<file path="src/rtl/conv_pkg.sv">
package conv_pkg;

    localparam int DATA_W = 8;
    localparam int ADDR_W = 5;
    localparam int DEPTH = 25;

    localparam int K_DIM = 3;
    localparam int F_DIM = 4;
    localparam int TAPS = K_DIM * K_DIM;
    localparam int N_WIN = 4;

    localparam int KERNEL_BASE = 0; // Kernel is stored column-major.
    localparam int FEATURE_BASE = 9; // Feature map is stored row-major.

    // Nine full-scale 8x8 products need four bits of growth.
    localparam int RES_W = 2 * DATA_W + $clog2(TAPS);

    typedef logic [DATA_W-1:0] data_t;
    typedef logic [ADDR_W-1:0] addr_t;
    typedef logic [RES_W-1:0] value_t;
    typedef logic [$clog2(K_DIM)-1:0] idx_t;
    typedef logic [$clog2(N_WIN)-1:0] win_t;

    // Top-left corner of each 3x3 window inside the feature map.
    localparam logic [N_WIN-1:0][ADDR_W-1:0] WIN_BASE = {
        addr_t'(FEATURE_BASE + F_DIM + 1),
        addr_t'(FEATURE_BASE + F_DIM),
        addr_t'(FEATURE_BASE + 1),
        addr_t'(FEATURE_BASE)
    };

    typedef struct packed {
        logic  valid;
        addr_t addr;
        data_t data;
    } mem_wr_t;

    typedef struct packed {
        logic  valid;
        addr_t k_addr;
        addr_t f_addr;
        logic  first;
        logic  last;
        win_t  win;
    } rd_req_t;

    typedef struct packed {
        logic  valid;
        data_t k_val;
        data_t f_val;
        logic  first;
        logic  last;
        win_t  win;
    } operand_t;

    typedef struct packed {
        win_t   win;
        value_t value;
    } result_t;

endpackage

</file>
<file path="src/rtl/conv_sequencer.sv">
`timescale 1ns/1ps

module conv_sequencer (
    input  logic              clk,
    input  logic              rst,
    input  logic              start,
    output logic              busy,
    output conv_pkg::rd_req_t req
);

    conv_pkg::idx_t row;
    conv_pkg::idx_t col;
    conv_pkg::win_t win;

    logic last_col;
    logic last_row;
    logic last_win;
    logic last_term;

    conv_pkg::addr_t k_offset;
    conv_pkg::addr_t f_offset;

    assign last_col = (col == conv_pkg::idx_t'(conv_pkg::K_DIM - 1));
    assign last_row = (row == conv_pkg::idx_t'(conv_pkg::K_DIM - 1));
    assign last_win = (win == conv_pkg::win_t'(conv_pkg::N_WIN - 1));
    assign last_term = last_col && last_row && last_win;

    // Column-major kernel, row-major feature map.
    always_comb begin
        k_offset = conv_pkg::addr_t'(col) * conv_pkg::addr_t'(conv_pkg::K_DIM)
                 + conv_pkg::addr_t'(row);
        f_offset = conv_pkg::addr_t'(row) * conv_pkg::addr_t'(conv_pkg::F_DIM)
                 + conv_pkg::addr_t'(col);
    end

    // One request per busy cycle, formed straight from the counters.
    always_comb begin
        req.valid = busy;
        req.k_addr = conv_pkg::addr_t'(conv_pkg::KERNEL_BASE) + k_offset;
        req.f_addr = conv_pkg::WIN_BASE[win] + f_offset;
        req.first = (row == '0) && (col == '0);
        req.last = last_row && last_col;
        req.win = win;
    end

    always_ff @(posedge clk) begin
        if (!rst) begin
            busy <= 1'b0;
            row <= '0;
            col <= '0;
            win <= '0;
        end else if (!busy) begin
            busy <= start; // The counters rest at zero while idle.
        end else begin
            if (last_col) begin
                col <= '0;
            end else begin
                col <= col + 1'b1;
            end

            if (last_col) begin
                if (last_row) begin
                    row <= '0;
                end else begin
                    row <= row + 1'b1;
                end
            end

            // A window ends on its last row and column.
            if (last_col && last_row) begin
                if (last_win) begin
                    win <= '0;
                end else begin
                    win <= win + 1'b1;
                end
            end

            if (last_term) begin
                busy <= 1'b0;
            end
        end
    end

endmodule

</file>
<file path="src/rtl/conv_buffer.sv">
`timescale 1ns/1ps

module conv_buffer (
    input  logic               clk,
    input  logic               rst,
    input  conv_pkg::mem_wr_t  wr,
    input  conv_pkg::rd_req_t  req,
    output conv_pkg::operand_t opnd
);

    // Kernel words first, then the feature map.
    conv_pkg::data_t mem [conv_pkg::DEPTH];

    always_ff @(posedge clk) begin
        if (wr.valid) begin
            mem[wr.addr] <= wr.data;
        end
    end

    // Both ports read in the same cycle, so a full term is fetched at once.
    always_ff @(posedge clk) begin
        if (!rst) begin
            opnd.valid <= 1'b0;
        end else begin
            opnd.valid <= req.valid;
        end

        opnd.k_val <= mem[req.k_addr];
        opnd.f_val <= mem[req.f_addr];
        opnd.first <= req.first; // Tags ride along with the data.
        opnd.last <= req.last;
        opnd.win <= req.win;
    end

endmodule

</file>
<file path="src/rtl/conv_mac.sv">
`timescale 1ns/1ps

module conv_mac (
    input  logic               clk,
    input  logic               rst,
    input  conv_pkg::operand_t opnd,
    output logic               res_valid,
    output conv_pkg::result_t  res
);

    logic [2*conv_pkg::DATA_W-1:0] product;
    conv_pkg::value_t acc;
    conv_pkg::value_t sum;

    assign product = opnd.k_val * opnd.f_val;

    // The first term of a window starts a fresh sum.
    always_comb begin
        if (opnd.first) begin
            sum = conv_pkg::value_t'(product);
        end else begin
            sum = acc + conv_pkg::value_t'(product);
        end
    end

    always_ff @(posedge clk) begin
        if (opnd.valid) begin
            acc <= sum;
        end
    end

    always_ff @(posedge clk) begin
        if (!rst) begin
            res_valid <= 1'b0;
        end else begin
            res_valid <= opnd.valid && opnd.last;
        end
    end

    // Result is held until the next window closes.
    always_ff @(posedge clk) begin
        if (opnd.valid && opnd.last) begin
            res.value <= sum;
            res.win <= opnd.win;
        end
    end

endmodule

</file>
<file path="src/rtl/conv_top.sv">
`timescale 1ns/1ps

module conv_top (
    input  logic               clk,
    input  logic               rst,
    input  conv_pkg::mem_wr_t  wr,
    input  logic               start,
    output logic               busy,
    output logic               res_valid,
    output conv_pkg::result_t  res
);

    conv_pkg::rd_req_t  req;
    conv_pkg::operand_t opnd;

    // Read addresses for the four windows.
    conv_sequencer u_sequencer (
        .clk   (clk),
        .rst   (rst),
        .start (start),
        .busy  (busy),
        .req   (req)
    );

    conv_buffer u_buffer (
        .clk  (clk),
        .rst  (rst),
        .wr   (wr),
        .req  (req),
        .opnd (opnd)
    );

    // One result per window, in window order.
    conv_mac u_mac (
        .clk       (clk),
        .rst       (rst),
        .opnd      (opnd),
        .res_valid (res_valid),
        .res       (res)
    );

endmodule

</file>
<file path="config.mk">
export PLATFORM = sky130hd
export DESIGN_NAME = conv_top
export DESIGN_NICKNAME = d
export VERILOG_FILES = /design/src/rtl/conv_pkg.sv /design/src/rtl/conv_sequencer.sv /design/src/rtl/conv_buffer.sv /design/src/rtl/conv_mac.sv /design/src/rtl/conv_top.sv
export SDC_FILE = /design/constraint.sdc
export NUM_CORES = 1
export LEC_CHECK = 0
export BUFFER_PORTS_ARGS = -buffer_cell sky130_fd_sc_hd__clkbuf_2
export CORE_AREA = 2 2 144 203
export CTS_BUF_LIST = sky130_fd_sc_hd__clkbuf_16
export DETAILED_ROUTE_END_ITERATION = 10
export DIE_AREA = 0 0 146 205
export PLACE_DENSITY = 0.75
export SYNTH_ARGS = -nofsm -noshare
export SYNTH_HDL_FRONTEND = slang
export SYNTH_SLANG_ARGS = --single-unit
</file>
<file path="constraint.sdc">
create_clock -name clk -period 13.9 [get_ports clk]
set_input_delay 0 -clock clk [delete_from_list [all_inputs] [get_ports clk]]
set_output_delay 0 -clock clk [all_outputs]
set_load 0.01 [all_outputs]
</file>
==> flow_summary.toml, run 1 <==
[pwr]
combPwrFrac_pct = 55.4
fin_total_pwr_mw = 3.985
p_sw_mw = 1.596
power_frac_seq_pct = 26.1
swShare_pct = 40.05
clock_power_share_pct = 18.4
leakagePower_nw = 5.582
vdd_ir_drop_max_mv = 0.2433
power.density_nw_per_um2 = 258.4
internal_power_mw = 2.389

[timing]
relSlewSlack_pct = 30.37
period_share_pct = 41.85
tns_ps = 0
fin_skew_ps = 12.56
whs_ps = 23.89
worstMarginPinSlew_ps = 1043
fin_crit_ps = 5818
finalSetupViolCount = 0
hold_violations = 0
rsz0062_at_grt = "false"
slew_viol_final = 0
clock.fmax_mhz = 171.9

[final_layout]
area_delta_synth_final_pct = 11.13
diodes = 0
drive_above_1_share_pct = 20.02
n_fill_cell = 2289
fin_nets = 1080
layout_commonest_cell = "edfxtp_1"
final_cell_mix = "242 x edfxtp_1, 80 x mux4_2, 62 x ha_1"
fin_area_um2 = 15420

[synth]
avgSynthCellArea_um2 = 15.28
synth_nets = 1029
async_flop_share_pct = 0
yosysSeqAreaShare_pct = 56.55
synth_seq_cells = 271
synth_cell_types = 64
yosys_warnings = 0
synth_edf_count = 242
syn_area_um2 = 13880
synth_flop_cell = "edfxtp_1"
syn_inst = 908

[clocking]
cts_tree = "built"
clkTransAtPathRegs_ps = 60
cts_made_buffers = 26
cts_root_buf = "clkbuf_16"
cts_setup_buffers = 0
clk_latency_ps = 550
cts_buffer_depth = 3
ctsHtreeMaxLevel = 1
cts.sinks = 271

[floorplanning]
fp.coreArea_um2 = 28130
die_x_um = 146
die_h_um = 205
ioPinCount = 41
initial_utilization_pct = 49.33
num_rows = 73
dieArea_um2 = 29930

[setup_path]
required_ps = 14190
reg2regPathDepth = 21
r2r_end = "u_mac.acc[18]"
worstReg2RegStart = "u_buffer.opnd[18]"
cp-start-kind = "flop"
criticalPathCategory = "reg2reg"
crit_fanout = 8
reg2reg_slack_ps = 8080
crit_path_end_kind = "flop"
cp.arrival_ps = 6110

[placed_design]
port_buffers = 40
place.detailed.hpwl_um = 18420
dpl-instance-area_um2 = 14500
place_congestion = 0.8646

[worst_hold_path]
hold_class = "in2reg"
hold_depth = 1
whs_endpoint = "u_buffer.mem[18][3]"
worst_hold_startpoint = "wr[3]"

[routing]
drt_iter0_markers = 425
vias = 7582
ant_nets = 0
routedWlPerCell_um = 19.83
vias_per_cell = 5.600
first_pass_iters = 5
drt-total-wl_um = 26860
drc_errors = 0

[grt]
overflow = 0
grt_start_max_net_pins = 41
antenna_found_initial = 0
grt_pass1_wl_um = 42070
first_global_vias = 7824
track_usage_pct = 18.21

[status]
outcome = "completed"

[job]
drv_cap = 0
## timing repair
item | 4_1_cts | 5_1_grt
hold buffers | 3 | 0
hold endpoints to repair | 9 | 0
resized for setup | 0 | 0
## per-layer routing
| metal | vias to the layer above | global-route usage [%] | share of wire (%) |
|---|---|---|---|
| li1 | 3543 | - | - |
| met1 | 3812 | 19.83 | 37 |
| met2 | 173 | 35.51 | 55 |
| met3 | 54 | 2.272 | 3.8 |
| met4 | 0 | 7.524 | 3.6 |
| met5 | - | 0 | 0 |
## final cells by class
class	instances	area, µm²	area share, %
clock buffers	27	675.6	4.381
clock inverters	21	215.2	1.395
inverters	57	214.0	1.387
multi-input cells	551	5703	36.98
flip-flops and latches	271	7848	50.88
well taps	375	469.2	3.042
repair buffers	52	297.8	1.931
## synth_stat cells, drive strengths merged, types with 7 or more instances
cell / number / area share, %
a211oi: 7 / 0.38
a21o: 10 / 0.55
a21oi: 16 / 0.60
and2: 59 / 2.7
buf: 11 / 0.39
clkbuf: 18 / 0.49
dfxtp: 29 / 4.2
edfxtp: 242 / 52
fa: 40 / 5.8
ha: 64 / 5.8
inv: 57 / 1.5
mux2i: 19 / 1.4
mux4: 80 / 13
nand2: 57 / 1.5
nand3: 10 / 0.40
nor2: 45 / 1.2
o211ai: 10 / 0.58
o21ai: 43 / 1.6
xnor2: 12 / 0.76
xor2: 14 / 0.94
## worst max-delay path, cell delays in order, from the launching register on
cell	delay (ps)
dfxtp_1	460
and2_1	200
fa_1	450
fa_1	500
fa_1	490
inv_1	50
fa_1	470
inv_1	40
ha_1	330
a211o_1	280
o31a_1	280
nand3_1	120
nand2_1	70
xor2_1	160
ha_1	380
a21oi_1	170
nand2_1	90
a31o_2	250
a21oi_1	240
o31ai_4	120
nand3_2	100
mux2_4	300
## how the worst max path moves through the flow
stage	start	to	slack (ps)	cells after the start
after floorplan	u_buffer.opnd[19]	u_mac.acc[18]	8440	20
after global placement	u_buffer.opnd[17]	u_mac.acc[18]	8240	21
after detailed placement	u_buffer.opnd[18]	u_mac.acc[18]	8130	21
after CTS	u_buffer.opnd[18]	u_mac.acc[18]	8100	21
after global routing	u_buffer.opnd[15]	u_mac.acc[18]	7820	21
final	u_buffer.opnd[18]	u_mac.acc[18]	8080	21
## kinds of logic after synthesis
family          count (synthesis)  synth area share [%]
xor+xnor                       26                 1.695
buf+inv                        86                 2.416
flops                         271                 56.55
compound gates                111                 5.472
mux                           104                 14.79
simple gates                  206                 7.546
fa+ha+maj                     104                 11.54
## power by group through the flow
stage	combinational, mW	sequential (mW)	clock (mW)
floorplan	1.80	1.05	0
global placement	2.15	1.06	0
detailed placement	2.20	1.06	0
CTS	2.21	1.04	0.746
global route	2.46	1.05	0.774
finish	2.21	1.04	0.735
## stage by stage
step	std cells	util, %	setup slack [ps]
after floorplan	908	-	8442
after global placement	1303	51.55	8237
after detailed placement	1303	51.55	8131
after CTS	1354	54.82	8104
after global routing	1354	54.82	7821
final	1354	54.82	8082
## flip-flops by register name, summed over array words and instances, names as in the netlist
register,count
u_mac.res_valid,1
u_sequencer.row,2
u_buffer.mem,200
u_mac.acc,20
u_mac.res,22
u_sequencer.col,2
u_sequencer.win,2
u_sequencer.busy,1
u_buffer.opnd,21
Power figures use the tool's default switching activity.
==> inputs of run 2 (changes only) <==
- ABC_AREA: not set -> 1
- CORE_AREA: 2 2 144 203 -> 2 2 149 210
- DIE_AREA: 0 0 146 205 -> 0 0 151 212
- clock period: 13.9 -> 5.8 ns (I/O delays scaled with it)
==> run 2 against run 1 <==
  * Maximum frequency up 8.2%
  * Routed wire length up 35%
  * First-iteration DRC count up 96%
  * Cell count up 47%
  * Cell area up 5.1%
  * Core utilization down 1.2 points
  * Clock skew up 16 ps
  * Area after synthesis up 7.3%
==> flow_summary.toml, run 2 <==
[status]
outcome = "completed"

[final_layout]
final_cell_mix = "327 x nand2_1, 242 x edfxtp_1, 226 x inv_1"
layout_commonest_cell = "nand2_1"
largest_reg_flops = 200
drive_above_1_share_pct = 6.546
regMostFlops = "u_buffer.mem"
area_delta_synth_final_pct = 8.806
top_regs = "u_buffer.mem: 200 flops, u_mac.res: 22 flops, u_buffer.opnd: 21 flops"
diodes = 0
fin_nets = 1704

[placed_design]
port_buffers = 40
place_congestion = 0.9198
place.detailed.hpwl_um = 24960

[clocking]
cts_made_buffers = 27
cts_tree = "built"
cts_root_buf = "clkbuf_16"
clkTransAtPathRegs_ps = 60
clk_latency_ps = 570
cts_buffer_depth = 3
ctsHtreeMaxLevel = 1
cts.sinks = 271

[grt]
grt_start_max_net_pins = 68
first_global_vias = 10930
track_usage_pct = 22.97
grt_pass1_wl_um = 56360
antenna_found_initial = 0
overflow = 0

[synth]
yosys_warnings = 0
synth_nets = 1694
synth_top_area_share_pct = 48.80
syn_inst = 1573
yosys.area.top_type = "edfxtp_1"
synth_commonest_cells = "327 x nand2_1, 242 x edfxtp_1, 218 x inv_1"
syn_area_um2 = 14890
synth_edf_count = 242
synth_flop_cell = "edfxtp_1"
synth_area_leaders = "edfxtp_1 49%, nand2_1 8.2%, inv_1 5.5%"
async_flop_share_pct = 0
synth_cell_types = 39
post-synth-top-count-cell = "nand2_1"
avgSynthCellArea_um2 = 9.466
yosysSeqAreaShare_pct = 52.70
synth_seq_cells = 271

[setup_path]
criticalPathCategory = "reg2reg"
crit_path_end_kind = "flop"
cp-start-kind = "flop"
crit_fanout = 8
cp.arrival_ps = 5650
required_ps = 6080

[job]
drv_cap = 0

[floorplanning]
die_h_um = 212
fp.coreArea_um2 = 30240
dieArea_um2 = 32010
initial_utilization_pct = 49.24
die_x_um = 151
ioPinCount = 41
num_rows = 76

[routing]
wl_met3_um = 2094
ant_nets = 0
drt-total-wl_um = 36350
dr_wl_met2_um = 19150
wl_met1_um = 13140
drt_iter0_markers = 831
routedWlPerCell_um = 18.23
vias_per_cell = 5.623
drc_errors = 0
vias = 11210
first_pass_iters = 6
routed.top_layer = "met4"

[timing]
worstMarginPinSlew_ps = 1068
fin_skew_ps = 28.46
rsz0062_at_grt = "false"
clock.fmax_mhz = 186.0
period_share_pct = 92.70
tns_ps = 0
finalSetupViolCount = 0
fin_crit_ps = 5377
hold_violations = 0
slew_viol_final = 0
relSlewSlack_pct = 28.73

[worst_hold_path]
hold_class = "in2reg"
## run 2: final cells by class
type	count	area, µm²
sequential	271	7848
clock buffer	28	700.7
multi-input combinational	1006	5884
fill	2720	14040
timing repair buffer	51	292.8
tap	390	488.0
inverter	226	850.8
clock inverter	22	137.6
## run 2: worst max-delay path: stages, from the launching register on
cell     delay (ps)
dfxtp_1         400
nand2_1          90
inv_1            50
fa_1            440
fa_1            490
inv_1            60
fa_1            480
fa_1            480
inv_1            40
ha_1            330
a21oi_1         230
nand2_1         180
a21oi_1         200
xnor2_1         170
ha_1            330
nand2_1         200
inv_1            60
a21oi_1         220
nand3_1         200
or2_0           240
nand3_1          70
nand2_1         110
## run 2: stage by stage
| stage | hold WS (ps) | cell area (µm²) | setup WS, ps | cells | util (%) |
|---|---|---|---|---|---|
| floorplan | 97.63 | 14890 | 908.1 | 1573 | - |
| global placement | 227.3 | 15320 | 445.3 | 1940 | 50.67 |
| detailed placement | 234.6 | 15320 | 437.1 | 1940 | 50.67 |
| CTS | 37.33 | 16200 | 423.6 | 1994 | 53.58 |
| global route | 56.76 | 16200 | 3.817 | 1994 | 53.58 |
| finish | 55.16 | 16200 | 423.2 | 1994 | 53.58 |
## run 2: path summary, 6_finish.rpt
check                         from                  end  slack [ps]  depth (start not counted)
setup reg to reg  u_buffer.opnd[6]        u_mac.res[10]         420                         21
hold reg to reg   u_buffer.opnd[0]        u_mac.res[20]         410                          0
setup / recovery  u_buffer.opnd[6]        u_mac.res[10]         420                         21
hold / removal              wr[12]  u_buffer.mem[16][1]          60                          3
## run 2: metal layers
layer  vias to the layer above  track usage, %
li1                       5316               -
met1                      5351           25.19
met2                       436           42.60
met3                       109           2.897
met4                         0           12.31
met5                         -               0
## run 2: timing repair
item,4_1_cts,5_1_grt
endpoints found under the hold margin,17,0
gates resized for setup,0,0
hold buffers,4,0
buffers inserted,0,0
## run 2: logic make-up after synthesis
| family | count (synthesis) | share of synthesized area (%) |
|---|---|---|
| compound gates | 251 | 9.949 |
| buf+inv | 296 | 7.831 |
| flops | 271 | 52.70 |
| simple gates | 641 | 18.18 |
| xor+xnor | 10 | 0.5882 |
| fa+ha+maj | 104 | 10.76 |
Power of run 2 is left out: the tool's default activity adds up to more than one toggle a clock period on the data nets, which glitch-free logic cannot reach.
==> inputs of run 3 (changes only) <==
- CORE_AREA: 2 2 149 210 -> 2 2 167 234
- DIE_AREA: 0 0 151 212 -> 0 0 169 236
- PLACE_DENSITY: 0.75 -> 0.64
==> run 3 against run 2 <==
  * Setup slack lost 83 ps
  * Cell area is 0.67% higher
  * Global-route usage is 3.9 points lower
  * Via count is 2.5% lower
  * Maximum frequency is 1.5% lower
  * Hold slack gained 10 ps
  * Clock skew fell by 10 ps
==> flow_summary.toml, run 3 (synthesized netlist as in run 2, its figures left out) <==
[timing]
period_share_pct = 94.14
tns_ps = 0
relSlewSlack_pct = 28.69
worstMarginPinSlew_ps = 1068
slew_viol_final = 0
clock.fmax_mhz = 183.2
hold_violations = 0
finalSetupViolCount = 0
rsz0062_at_grt = "false"
worst_slack_ps = 340.0
fin_skew_ps = 18.13
fin_crit_ps = 5460

[setup_path]
slowest_stage = "fa_1"
cp.arrival_ps = 5850
criticalPathCategory = "reg2reg"
r2r_end = "u_mac.res[19]"
crit_start = "u_buffer.opnd[7]"
worstReg2RegStart = "u_buffer.opnd[7]"
critPathMaxStageDelay_ps = 540
crit_cells = 22
critPathTopFamily = "adder cells"
path_buf_inv = 3
crit_end = "u_mac.res[19]"
cp-start-kind = "flop"
reg2reg_slack_ps = 340
reg2regPathDepth = 22
crit_path_end_kind = "flop"
crit_fanout = 8
crit_chain = "nand2_1 -> fa_1 -> fa_1 -> inv_1 -> fa_1 -> inv_1 -> fa_1 -> inv_1 -> ha_1 -> nand2_1 -> nor2_1 -> o21ai_0 -> nand4_1 -> and2_1 -> ha_1 -> nand2_1 -> nor2_1 -> and2_1 -> nand3_1 -> nand4_1 -> nand2_1 -> nor2_1"
required_ps = 6190

[floorplanning]
ioPinCount = 41
fp.coreArea_um2 = 38070
initial_utilization_pct = 39.11
dieArea_um2 = 39880
die_h_um = 236
die_x_um = 169
num_rows = 85

[clocking]
clk_latency_ps = 570
cts_root_buf = "clkbuf_16"
cts.sinks = 271
cts_buffer_depth = 3
cts_made_buffers = 27
clkTransAtPathRegs_ps = 60
cts_setup_buffers = 0
ctsHtreeMaxLevel = 1
cts_tree = "built"

[grt]
grt_pass1_wl_um = 59080
grt_start_max_net_pins = 68
overflow = 0
use_met2_pct = 37.26
met1_usage_pct = 20.28
track_usage_pct = 19.04
busiest_layer = "met2"
antenna_found_initial = 0
grtUsageMet3_pct = 2.164
first_global_vias = 11080

[placed_design]
place.detailed.hpwl_um = 26680
place_congestion = 0.9071
dpl-instance-area_um2 = 15440
place_ws_ps = 367.9
port_buffers = 40

[routing]
first_pass_iters = 5
ant_nets = 0
routedWlPerCell_um = 17.97
drt_iter0_markers = 752
vias = 10930
drc_errors = 0
vias_per_cell = 5.251
drt-total-wl_um = 37410

[final_layout]
final_cell_mix = "327 x nand2_1, 242 x edfxtp_1, 228 x inv_1"
layout_commonest_cell = "nand2_1"
fin_area_um2 = 16310
regMostFlops = "u_buffer.mem"
fin_nets = 1705
drive_above_1_share_pct = 6.484
area_delta_synth_final_pct = 9.537
diodes = 0
largest_reg_flops = 200
top_regs = "u_buffer.mem: 200 flops, u_mac.res: 22 flops, u_buffer.opnd: 21 flops"

[job]
drv_cap = 0

[worst_hold_path]
hold_class = "in2reg"

[status]
outcome = "completed"
## run 3: cell types whose count changed in the layout (fill, tap and decap cells not counted)
cell	delta
inv_1	+2
inv_6	-1
inv_4	-1
dfxtp_1	-1
dfxtp_2	+1
buf_4	+1
clkinv_4	-3
inv_2	+1
inv_16	+1
## run 3: worst min-delay path by stage
stage	endpoint	from	cells after the start	slack (ps)
floorplan	u_buffer.opnd[20]	rst	2	100
global placement	u_sequencer.busy	start	3	230
detailed placement	u_sequencer.busy	start	3	230
CTS	u_buffer.mem[6][7]	wr[7]	1	40
global route	u_buffer.mem[6][7]	wr[7]	1	90
finish	u_buffer.mem[6][7]	wr[7]	1	70
## run 3: area by class of cell
| cell class | instances | area (µm²) |
|---|---|---|
| clock inverters | 21 | 127.6 |
| inverters | 226 | 850.8 |
| fillers | 3658 | 21760 |
| clock buffers | 28 | 700.7 |
| well taps | 478 | 598.1 |
| multi-input cells | 1006 | 5884 |
| flip-flops and latches | 271 | 7849 |
| repair buffers | 52 | 300.3 |
## run 3: repair_timing
item | 4_1_cts | 5_1_grt
gates resized for setup | 0 | 1
hold buffers | 4 | 0
endpoints found under the setup margin | 0 | 1
endpoints found under the hold margin | 17 | 0
## run 3: worst register-to-register path, stage by stage (launching register included)
cell	delay (ps)
dfxtp_1	520
nand2_1	130
fa_1	500
fa_1	540
inv_1	50
fa_1	490
inv_1	60
fa_1	470
inv_1	40
ha_1	320
nand2_1	130
nor2_1	60
o21ai_0	270
nand4_1	190
and2_1	210
ha_1	370
nand2_1	150
nor2_1	170
and2_1	170
nand3_1	90
nand4_1	100
nand2_1	60
nor2_1	200
## run 3: metal layers
metal	part of all wire [%]	vias to the layer above
met5	0	-
met4	4.3	0
met3	4.5	95
met2	55	331
met1	37	5191
li1	-	5316
## run 3: per-stage QoR
stage	cells	utilization (%)	hold slack, ps
3_3_place_gp	2029	40.56	233.3
2_1_floorplan	1573	-	97.63
4_1_cts	2082	42.84	36.97
5_1_grt	2082	42.84	88.91
3_5_place_dp	2029	40.56	230.8
6_report	2082	42.84	65.40
Power of run 3 is left out for the same reason.
